==> src/logic/lut_settings.svh <==
`ifndef LUT_SETTINGS_SVH
`define LUT_SETTINGS_SVH

// Width of one table entry as seen by the datapath
`define LUT_DATA_W 32

// Bus beat width, also the width of one table word
`define LUT_BUS_W 64

// Table word address, top bit picks the ping-pong half
`define LUT_ADDR_W 10

// External byte address
`define LUT_BUS_ADDR_W 32

// Burst length field, beats minus one
`define LUT_LEN_W 8

// Address generator counters
`define LUT_CNT_W 10

`endif

==> src/logic/lut_bus_pkg.sv <==
`include "lut_settings.svh"

// Types of the external read bus
package lut_bus_pkg;

   // Byte address driven toward the bus
   typedef logic [`LUT_BUS_ADDR_W-1:0] bus_addr_t;

   // One read beat, same width as a table word
   typedef logic [`LUT_BUS_W-1:0] bus_word_t;

   // Beats minus one
   typedef logic [`LUT_LEN_W-1:0] burst_len_t;

   // Beat count of a burst, one bit wider than the length field
   localparam int BUS_BEAT_CNT_W = `LUT_LEN_W + 1;

   // Bytes in one beat
   localparam int BUS_WORD_BYTES = `LUT_BUS_W / 8;

endpackage

==> src/logic/lut_cfg_pkg.sv <==
`include "lut_settings.svh"

// Types of table addressing and generator configuration
package lut_cfg_pkg;

   // Entries per table word
   localparam int LUT_LANES = `LUT_BUS_W / `LUT_DATA_W;

   // Lane select width, never zero
   localparam int LUT_LANE_W = (LUT_LANES > 1) ? $clog2(LUT_LANES) : 1;

   // Word address width inside one ping-pong half
   localparam int LUT_HALF_W = `LUT_ADDR_W - 1;

   // Table word address including the half bit
   typedef logic [`LUT_ADDR_W-1:0] tab_addr_t;

   typedef logic [`LUT_DATA_W-1:0] entry_t;

   typedef logic [LUT_LANE_W-1:0] lane_sel_t;

   // Period, duty, shift, incr and iteration counts
   typedef logic [`LUT_CNT_W-1:0] gen_cnt_t;

   // Word within one half in the upper bits, lane in the low bits
   typedef logic [LUT_HALF_W+LUT_LANE_W-1:0] lut_index_t;

endpackage

==> src/logic/lut_lane_read.sv <==
`timescale 1ns/1ps

`include "lut_settings.svh"

module lut_lane_read
   import lut_bus_pkg::*;
   import lut_cfg_pkg::*;
(
   input  logic       clk,
   input  logic       rst,
   input  lut_index_t index_i,
   input  logic       read_half_i,
   output tab_addr_t  rd_addr_o,
   input  bus_word_t  rd_data_i,
   output entry_t     entry_o
);

   logic [LUT_HALF_W-1:0] word_idx;
   lane_sel_t             lane_idx;
   tab_addr_t             rd_addr_q;
   lane_sel_t             lane_q0; // Aligned with rd_addr_q
   lane_sel_t             lane_q1; // Aligned with rd_data_i

   assign word_idx = index_i[LUT_HALF_W+LUT_LANE_W-1:LUT_LANE_W];
   assign lane_idx = index_i[LUT_LANE_W-1:0];

   always_ff @(posedge clk or posedge rst) begin
      if (rst) begin
         rd_addr_q <= '0;
         lane_q0   <= '0;
         lane_q1   <= '0;
      end else begin
         rd_addr_q <= {read_half_i, word_idx};
         lane_q0   <= lane_idx;
         lane_q1   <= lane_q0;
      end
   end

   assign rd_addr_o = rd_addr_q;

   // Lane 0 sits in the low bits of the word
   assign entry_o = rd_data_i[lane_q1*`LUT_DATA_W +: `LUT_DATA_W];

endmodule

==> config.mk <==
export PLATFORM = sky130hd
export DESIGN_NAME = lut_lane_read
export DESIGN_NICKNAME = d
export VERILOG_FILES = /design/src/logic/lut_bus_pkg.sv /design/src/logic/lut_cfg_pkg.sv /design/src/logic/lut_lane_read.sv
export VERILOG_INCLUDE_DIRS = /design/src /design/src/logic
export SDC_FILE = /design/constraint.sdc
export NUM_CORES = 1
export LEC_CHECK = 0
export BUFFER_PORTS_ARGS = -buffer_cell sky130_fd_sc_hd__buf_2
export CAP_MARGIN = 20
export CORE_ASPECT_RATIO = 1.4
export CORE_MARGIN = 2
export CORE_UTILIZATION = 32
export DETAILED_ROUTE_END_ITERATION = 6
export PLACE_DENSITY = 0.88
export SETUP_SLACK_MARGIN = 0.4
export SLEW_MARGIN = 20
export SYNTH_ARGS = -nofsm -noshare
export SYNTH_HDL_FRONTEND = slang
export SYNTH_SLANG_ARGS = --single-unit
==> constraint.sdc <==
create_clock -name clk -period 1.7 [get_ports clk]
set_input_delay 0.17 -clock clk [delete_from_list [all_inputs] [get_ports clk]]
set_output_delay 0.17 -clock clk [all_outputs]
set_load 0.05 [all_outputs]
After elaboration in Yosys (flattened, before gate mapping)
Index checks and enable logic that the tools add are counted.
- memories: 0
- RAM bits: 0
- output and inout bits: 42
- ROM bits: 0
- word-level logic and storage cells: 4
- register bits: 12
- latch bits: 0
- order comparisons: 0
- multipliers: 0
- equality and inequality tests: 0
- muxes and demuxes: 0
- bitwise gates (word level): 0
- div/mod/pow operators: 0
- add/subtract/negate cells: 0
- reductions and logical operators: 0
- shifts and indexed selects: 1
- operators by type and width (cell ; number):
    64-bit by 7-bit indexed part select with 32-bit output ; 1

Logic depth before layout (Yosys ltp)
Gate-level depths: netlist (run 1).
- depth in word-level cells: 1
- depth in mapped cells: 3

Worst setup path before layout (run 1)
Ideal clock, no wire load.
- kind: register to output
- start point: register lane_q1
- end point: output port entry_o[0]
- buffers on the path: 2
- data arrival time: 1.005 ns
- stages on the path, launching flop included: 4
- slack: 0.525 ns
- cell sequence: dfrtp_1 buf_6 buf_12 mux2_4
- word-level cells in the longest chain between the ends: 1
- ends and longest elaborated chain (element ; line ; RTL):
    start: declaration ; lut_lane_read.sv:22 ; lane_sel_t lane_q1;
    start signal: assignment ; lut_lane_read.sv:35 ; lane_q1 <= lane_q0;
    64-bit by 7-bit indexed part select with 32-bit output ; lut_lane_read.sv:42 ; assign entry_o = rd_data_i[lane_q1*`LUT_DATA_W +: `LUT_DATA_W];
    end: declaration ; lut_lane_read.sv:15 ; output entry_t entry_o
Every way passes these cells.

Worst setup path after layout (run 1)
- start point: register lane_q1
- end point: output port entry_o[30]
Same word-level chain as after synthesis.

==> results of run 1 <==
[sequential cells by signal, indices dropped and copies added, names as in the netlist]
register   flops
lane_q1        1
lane_q0        1
rd_addr_o     10
[final cells by class]
class	instances	area, sq um
clock buffer	4	26.3
fill	184	777
inverter	1	3.75
multi-input combinational	32	473
sequential	12	302
tap	36	45.0
timing repair buffer	128	933
[Yosys cell counts]
library cell	n	area share [%]
inv_1	1	0.44
dfrtp_1	12	35
mux2_2	2	2.7
buf_6	1	1.3
buf_12	3	7.1
mux2_4	30	53
[power groups by stage]
stage / Combinational, W / Sequential [W] / Clock (W)
2_1_floorplan: 0.000365 / 0.000353 / 0
3_3_place_gp: 0.000541 / 0.000309 / 0
3_5_place_dp: 0.000552 / 0.000310 / 0
4_1_cts: 0.000626 / 0.000305 / 0.000178
5_1_grt: 0.000695 / 0.000307 / 0.000193
6_report: 0.000668 / 0.000305 / 0.000172
[routing by layer]
layer	part of all wire, %	vias up	track usage [%]
met4	1.6	0	6.94
met1	30	441	16.8
met5	0	-	0
met2	57	80	36.1
met3	12	6	5.57
li1	-	432	-
[layout by cell type (no fill, tap or decap)]
cell type,netlist,layout
buf_2,0,88
mux2_4,30,30
buf_6,1,30
dfrtp_1,12,11
dlygate4sd3_1,0,6
clkbuf_4,0,3
mux2_2,2,2
buf_16,0,2
buf_12,3,2
inv_1,1,1
clkbuf_1,0,1
dfrtp_2,0,1
[worst max-delay path by stage]
| stage | from | endpoint | slack, ps | depth (start not counted) |
|---|---|---|---|---|
| 4_1_cts | lane_q1 | entry_o[6] | 70 | 4 |
| 5_1_grt | lane_q1 | entry_o[3] | 30 | 4 |
| 2_1_floorplan | lane_q1 | entry_o[0] | 520 | 3 |
| 3_5_place_dp | lane_q1 | entry_o[31] | 340 | 3 |
| 3_3_place_gp | lane_q1 | entry_o[31] | 370 | 3 |
| 6_report | lane_q1 | entry_o[30] | 70 | 4 |
[logic make-up (layout without fill, tap and decap cells)]
logic type	count (synthesis)	after routing	synth area share, %
flip-flops	12	12	35.4
multiplexers	32	32	55.8
buffers and inverters	5	133	8.85
[through the flow]
stage	setup slack (ps)	total power (W)	std cells
floorplan	525	0.000718	49
global placement	369	0.000850	200
detailed placement	342	0.000862	200
CTS	71.2	0.00111	212
global route	27.5	0.00119	213
finish	74.4	0.00115	213
[critical path, delay by kind of cell, from the launching register on]
family   cells  cell delay, ps
buf+inv      3             440
flops        1             440
mux          1             310
[repair_timing]
action | in CTS | in global routing
hold endpoints to repair | 16 | 1
hold buffers | 5 | 1
setup buffers | 1 | 0
endpoints found under the setup margin | 32 | 32
gates cloned | 2 | 0
gates resized for setup | 34 | 42
==> run_results.csv, run 1 <==
group,metric,value,unit
outcome,status,"finished clean",
worst_setup_path,cp-start-kind,"flop",
worst_setup_path,ff2ff_setup_slack,1220,ps
worst_setup_path,cp_data_arrival_time,1460,ps
place,place.gp.congestion,0.715,
clock_network,cts-root-buf,"clkbuf_4",
hold_path,whs_endpoint,"rd_addr_o[0]",
worst_setup_path,r2r_end,"lane_q1",
global_routing,antenna_found_initial,0,
cells_and_area,final_area,0.00178,sq mm
cells_and_area,final_nets,255,
floorplan,die_x,47.5,microns
floorplan,dieArea,0.00308,sq mm
worst_setup_path,worstPathMaxFanout,8,
worst_setup_path,max_stage_delay,440,ps
timing,min_period,1630,ps
worst_setup_path,endpoint_kind,"output port",
timing,max_freq,615,MHz
pwr,switchingPower,0.000460,W
global_routing,grt_overflow,0,
pwr,clkPwrFrac,15.0,%
synthesis,ys_ff_latch,12,
worst_setup_path,reg2reg_depth,0,
routing,wl,3200,microns
synthesis,synth_area_per_cell,17.3,sq um
cells_and_area,utilization,69.6,%
cells_and_area,area_growth,110,%
synthesis,synth_area,848,sq um
timing,setup_viol,0,
routing,ant_nets,0,
timing,rsz0062_at_grt,"true",
timing,worst_slew_pin_slew,433,ps
hold_path,min-delay-start,"index_i[1]",
timing,whs,14.2,ps
worst_setup_path,slowest_stage,"dfrtp_2",
clock_network,cts_max_path_buffers,2,
pwr,comb_power_share,58.3,%
global_routing,grt_max_degree,17,
pwr,swShare,40.2,%
hold_path,min-delay-path-class,"in2reg",
synthesis,syn_inst,49,
clock_network,clk_pin_slew_worst_paths,70,ps
timing,slew_headroom,71.1,%
routing,wire_per_inst,15.0,microns
synthesis,yosys_warnings,0,
worst_setup_path,r2r-start,"lane_q0",
pwr,p_leak,1.01,nW
routing,dr.pass1.iters,4,
clock_network,cts_tree,"built",
pwr,p_seq_share,26.7,%
floorplan,die_y,64.9,microns
job,maxCapViolCount,0,
timing,finalMaxSlewViolations,0,
synthesis,synth_fp_nets,126,
pwr,internal_power,0.000685,W
clock_network,htree_levels,1,
global_routing,grtUsageTotal,18.8,%
pwr,p_per_area,642,mW/mm^2
place,dpl_cell_area,0.00143,sq mm
clock_network,clkLatencyLatePin,260,ps
cells_and_area,num_antenna_cells,0,
routing,avgViaCountPerCell,4.50,
synthesis,yosysUniqueCellTypes,6,
routing,via_count,959,
floorplan,initial_utilization,33.1,%
timing,finalClockSkew,0.0171,ps
routing,drc,0,
pwr,peakVddDrop,448,uV
clock_network,clock-sinks,12,
worst_setup_path,setup.worst_path.class,"reg2out",
floorplan,coreArea,0.00256,sq mm
place,io_buffers,118,
timing,fin_crit_sh,95.6,%
worst_setup_path,worstPathRequired,1530,ps
global_routing,grt_pass1_wl,4140,microns
floorplan,io-pin-count,119,
routing,drt_iter0_drc,4,
timing,timing.setup.tns,0,ps
floorplan,rows,22,
clock_network,cts_made_buffers,3,
global_routing,first_global_vias,1000,
cells_and_area,layout-drive-gt1-share,89.3,%
worst_setup_path,crit_path_cell_trace,"buf_12, buf_16, mux2_4, buf_6",
timing,final-hold-violation-count,0,
hold_path,hold_depth,1,
synthesis,seq_area_frac_synth,35.4,%
No activity file was read; power rests on OpenSTA's default activity.
==> run 2: changes to the inputs <==
BUFFER_PORTS_ARGS = not set   (was -buffer_cell sky130_fd_sc_hd__buf_2)
CORE_UTILIZATION = 40   (was 32)
DONT_BUFFER_PORTS = 1   (was not set)
PLACE_DENSITY = 0.58   (was 0.88)
==> run_results.csv, run 2 (synthesized netlist as in run 1, its figures left out) <==
group,metric,value,unit
pwr,comb_power_share,41.2,%
timing,worst_slew_pin_slew,484,ps
routing,drc,0,
worst_setup_path,cp_data_arrival_time,1290,ps
pwr,clkPwrFrac,22.0,%
timing,fin_crit_sh,86.1,%
timing,min_period,1460,ps
floorplan,coreArea,0.00197,sq mm
pwr,p_leak,0.500,nW
floorplan,dieArea,0.00251,sq mm
pwr,switchingPower,0.000401,W
cells_and_area,largest_register_ffs,10,
timing,finalClockSkew,3.15,ps
worst_setup_path,r2r-start,"lane_q0",
cells_and_area,area_growth,19.8,%
worst_setup_path,worstPathRequired,1530,ps
pwr,power.total,0.000960,W
global_routing,use_met3,7.06,%
global_routing,first_global_vias,579,
floorplan,die_y,58.5,microns
outcome,status,"finished clean",
cells_and_area,utilization,51.5,%
routing,avgViaCountPerCell,5.98,
timing,timing.setup.tns,0,ps
global_routing,grt_pass1_wl,3390,microns
clock_network,cts_setup_buffers,0,
place,place.gp.congestion,0.881,
job,maxCapViolCount,0,
global_routing,grt_max_degree,17,
clock_network,clock-sinks,12,
worst_setup_path,crit_path_cell_trace,"buf_12, mux2_4",
timing,rsz0062_at_grt,"true",
worst_setup_path,slowest_stage,"dfrtp_2",
place,io_buffers,0,
global_routing,grt_overflow,0,
routing,dr.pass1.iters,3,
cells_and_area,final_area,0.00102,sq mm
floorplan,die_x,42.9,microns
place,dpl_cell_area,825,sq um
cells_and_area,final_nets,141,
worst_setup_path,endpoint_kind,"output port",
global_routing,antenna_found_initial,0,
routing,wire_per_inst,29.2,microns
global_routing,grt_use_met1,16.1,%
worst_setup_path,reg2reg_depth,0,
clock_network,cts_max_path_buffers,2,
global_routing,grtUsageTotal,18.8,%
worst_setup_path,max_stage_delay,450,ps
routing,ant_nets,0,
worst_setup_path,ff2ff_setup_slack,1230,ps
global_routing,gr-usage-met2,39.2,%
cells_and_area,layout-drive-gt1-share,61.9,%
pwr,swShare,41.8,%
floorplan,rows,19,
clock_network,cts-root-buf,"clkbuf_4",
floorplan,io-pin-count,119,
cells_and_area,final_common_cell,"mux2_4",
timing,slew_headroom,67.8,%
routing,via_count,502,
cells_and_area,nFillCells,159,
worst_setup_path,startpoint,"lane_q1",
worst_setup_path,r2r_end,"lane_q1",
clock_network,htree_levels,1,
clock_network,cts_made_buffers,3,
timing,finalMaxSlewViolations,0,
clock_network,clkLatencyLatePin,260,ps
worst_setup_path,worstPathMaxFanout,16,
timing,final-hold-violation-count,0,
floorplan,initial_utilization,43.0,%
pwr,p_per_area,945,mW/mm^2
timing,whs,328,ps
timing,max_freq,683,MHz
clock_network,cts_tree,"built",
pwr,peakVddDrop,673,uV
worst_setup_path,cp-start-kind,"flop",
routing,wl,2450,microns
worst_setup_path,setup.worst_path.class,"reg2out",
hold_path,min-delay-path-class,"in2async",
global_routing,top_usage_layer,"met2",
cells_and_area,final_cell_mix,"mux2_4 (32), dlygate4sd3_1 (12), dfrtp_1 (11)",
clock_network,clk_pin_slew_worst_paths,70,ps
cells_and_area,num_antenna_cells,0,
timing,setup_viol,0,
pwr,internal_power,0.000559,W
pwr,p_seq_share,36.8,%
routing,drt_iter0_drc,1,
run 2: cell types whose count changed in the layout (fill, tap and decap cells not counted), sizes merged:
cell	change
buf	-120
dlygate4sd3	+6
run 2: critical path: cells and delay by family (launching register included):
kind	cells	cell delay, ps
buffers and inverters	1	180
DFF	1	450
muxes	1	390
run 2: how the worst max path moves through the flow:
stage	depth (start not counted)	slack [ps]	endpoint
after floorplan	3	520	entry_o[0]
after detailed placement	2	440	entry_o[29]
after CTS	2	230	entry_o[26]
after global routing	2	200	entry_o[10]
final	2	240	entry_o[19]
after global placement	2	450	entry_o[29]
run 2: what timing repair did:
item,in CTS,in global routing
gates cloned,1,0
endpoints found under the hold margin,23,0
hold buffers,12,0
endpoints found under the setup margin,32,32
pin swaps,0,0
gates resized for setup,3,0
run 2: stage by stage:
step / setup slack (ps) / std cells
floorplan: 525 / 49
global placement: 455 / 67
detailed placement: 440 / 67
CTS: 228 / 84
global route: 200 / 84
finish: 236 / 84
run 2: area by class of cell:
cell class / count / area (sq um) / share of cell area [%]
clock buffer: 4 / 36.3 / 3.57
inverter: 1 / 3.75 / 0.369
multi-input combinational: 32 / 480 / 47.3
sequential: 12 / 302 / 29.7
tap: 21 / 26.3 / 2.59
timing repair buffer: 14 / 168 / 16.5
run 2: power groups by stage:
stage	logic (W)	registers, W	clock network [W]
2_1_floorplan	0.000365	0.000353	0
6_report	0.000396	0.000354	0.000211
4_1_cts	0.000399	0.000354	0.000214
3_5_place_dp	0.000367	0.000358	0
5_1_grt	0.000407	0.000356	0.000233
3_3_place_gp	0.000366	0.000358	0
run 2: metal layers:
| metal | up-vias | part of all wire, % |
|---|---|---|
| li1 | 203 | - |
| met1 | 229 | 25 |
| met2 | 68 | 61 |
| met3 | 2 | 13 |
| met4 | 0 | 0.78 |
| met5 | - | 0 |
==> run 3: changes to the inputs <==
PLACE_DENSITY = 0.56   (was 0.58)
==> run_results.csv, run 3 (synthesized netlist as in run 1, its figures left out) <==
group,metric,value,unit
outcome,status,"finished clean",
timing,timing.setup.tns,0,ps
place,place.gp.congestion,0.877,
job,maxCapViolCount,0,
pwr,swShare,43.5,%
routing,avgViaCountPerCell,5.86,
clock_network,cts-root-buf,"clkbuf_4",
clock_network,htree_levels,1,
cells_and_area,num_antenna_cells,0,
cells_and_area,final_cell_mix,"mux2_4 (32), dlygate4sd3_1 (12), dfrtp_1 (11)",
worst_setup_path,worstPathMaxFanout,10,
floorplan,io-pin-count,119,
pwr,clkPwrFrac,18.4,%
hold_path,min-delay-path-class,"in2async",
cells_and_area,final_nets,142,
clock_network,cts_max_path_buffers,2,
worst_setup_path,startpoint,"lane_q1",
timing,finalClockSkew,6.93,ps
pwr,switchingPower,0.000397,W
place,pre_cts_ws,453,ps
timing,finalMaxSlewViolations,0,
pwr,comb_power_share,43.0,%
floorplan,die_x,42.9,microns
pwr,p_leak,0.492,nW
floorplan,dieArea,0.00251,sq mm
worst_setup_path,cp_data_arrival_time,1260,ps
pwr,p_per_area,917,mW/mm^2
global_routing,grtUsageTotal,17.5,%
worst_setup_path,setup.worst_path.class,"reg2out",
worst_setup_path,worstPathRequired,1530,ps
timing,fin_crit_sh,84.2,%
routing,drt_iter0_drc,8,
pwr,internal_power,0.000516,W
global_routing,grt_max_degree,13,
routing,wire_per_inst,27.6,microns
clock_network,clkLatencyLatePin,260,ps
timing,max_freq,699,MHz
timing,final-hold-violation-count,0,
floorplan,coreArea,0.00197,sq mm
routing,dr.pass1.iters,2,
timing,min_period,1430,ps
floorplan,rows,19,
floorplan,die_y,58.5,microns
worst_setup_path,endpoint_kind,"output port",
timing,setup_viol,0,
timing,worst_slew_pin_slew,478,ps
cells_and_area,area_growth,17.4,%
routing,drc,0,
timing,fin_ws,269,ps
worst_setup_path,r2r-start,"lane_q0",
routing,via_count,498,
global_routing,first_global_vias,574,
clock_network,cts_made_buffers,3,
routing,ant_nets,0,
pwr,p_seq_share,38.6,%
global_routing,grt_pass1_wl,3110,microns
clock_network,clock-sinks,12,
floorplan,initial_utilization,43.0,%
global_routing,antenna_found_initial,0,
cells_and_area,layout-drive-gt1-share,60.9,%
worst_setup_path,cp-start-kind,"flop",
place,io_buffers,0,
clock_network,cts_tree,"built",
pwr,peakVddDrop,522,uV
timing,rsz0062_at_grt,"true",
timing,whs,338,ps
cells_and_area,final_common_cell,"mux2_4",
clock_network,clk_pin_slew_worst_paths,70,ps
timing,slew_headroom,68.1,%
global_routing,grt_overflow,0,
pwr,power.total,0.000913,W
cells_and_area,largest_register_ffs,10,
routing,wl,2340,microns
[run 3: power by group through the flow]
stage / logic [W] / clock network, W / registers (W)
final: 0.000392 / 0.000168 / 0.000353
after global routing: 0.000403 / 0.000195 / 0.000355
after detailed placement: 0.000367 / 0 / 0.000357
after floorplan: 0.000365 / 0 / 0.000353
after CTS: 0.000394 / 0.000174 / 0.000353
after global placement: 0.000365 / 0 / 0.000358
[run 3: stage by stage]
| stage | instances | area [sq um] | utilization [%] |
|---|---|---|---|
| 3_3_place_gp | 69 | 827 | 41.9 |
| 2_1_floorplan | 49 | 848 | - |
| 3_5_place_dp | 69 | 827 | 41.9 |
| 5_1_grt | 85 | 996 | 50.5 |
| 6_report | 85 | 996 | 50.5 |
| 4_1_cts | 85 | 996 | 50.5 |
[run 3: final timing paths]
kind / endpoint / slack (ps) / cells after the start
worst max-delay path: entry_o[10] / 270 / 2
worst min-delay path: rd_addr_o[8] / 340 / 2
worst max register to register: lane_q1 / 1250 / 0
worst min register to register: lane_q1 / 340 / 0
max in group asynchronous: lane_q1 / 1050 / 2
min in group clk: lane_q1 / 340 / 0
[run 3: timing repair]
action	in CTS	in global routing
hold endpoints to repair	23	0
setup endpoints to repair	32	32
hold buffers	12	0
gates cloned	0	0
buffers inserted	0	0
gates resized for setup	6	0
[run 3: routing by layer]
layer / track usage (%) / part of all wire (%) / up-vias
li1: - / - / 203
met1: 14.6 / 27 / 227
met2: 35.3 / 60 / 66
met3: 6.44 / 13 / 2
met4: 6.70 / 0.43 / 0
met5: 0 / 0 / -
[run 3: cell type report]
cell class / instances / area (sq um)
Sequential cell: 12 / 302
Fill cell: 161 / 977
Tap cell: 21 / 26.3
Multi-Input combinational cell: 32 / 480
Clock buffer: 4 / 26.3
Inverter: 1 / 3.75
Timing Repair Buffer: 15 / 158
[run 3: critical path, cell delays in order, from the launching register on]
cell,delay [ps]
dfrtp_2,440
buf_6,170
mux2_4,390
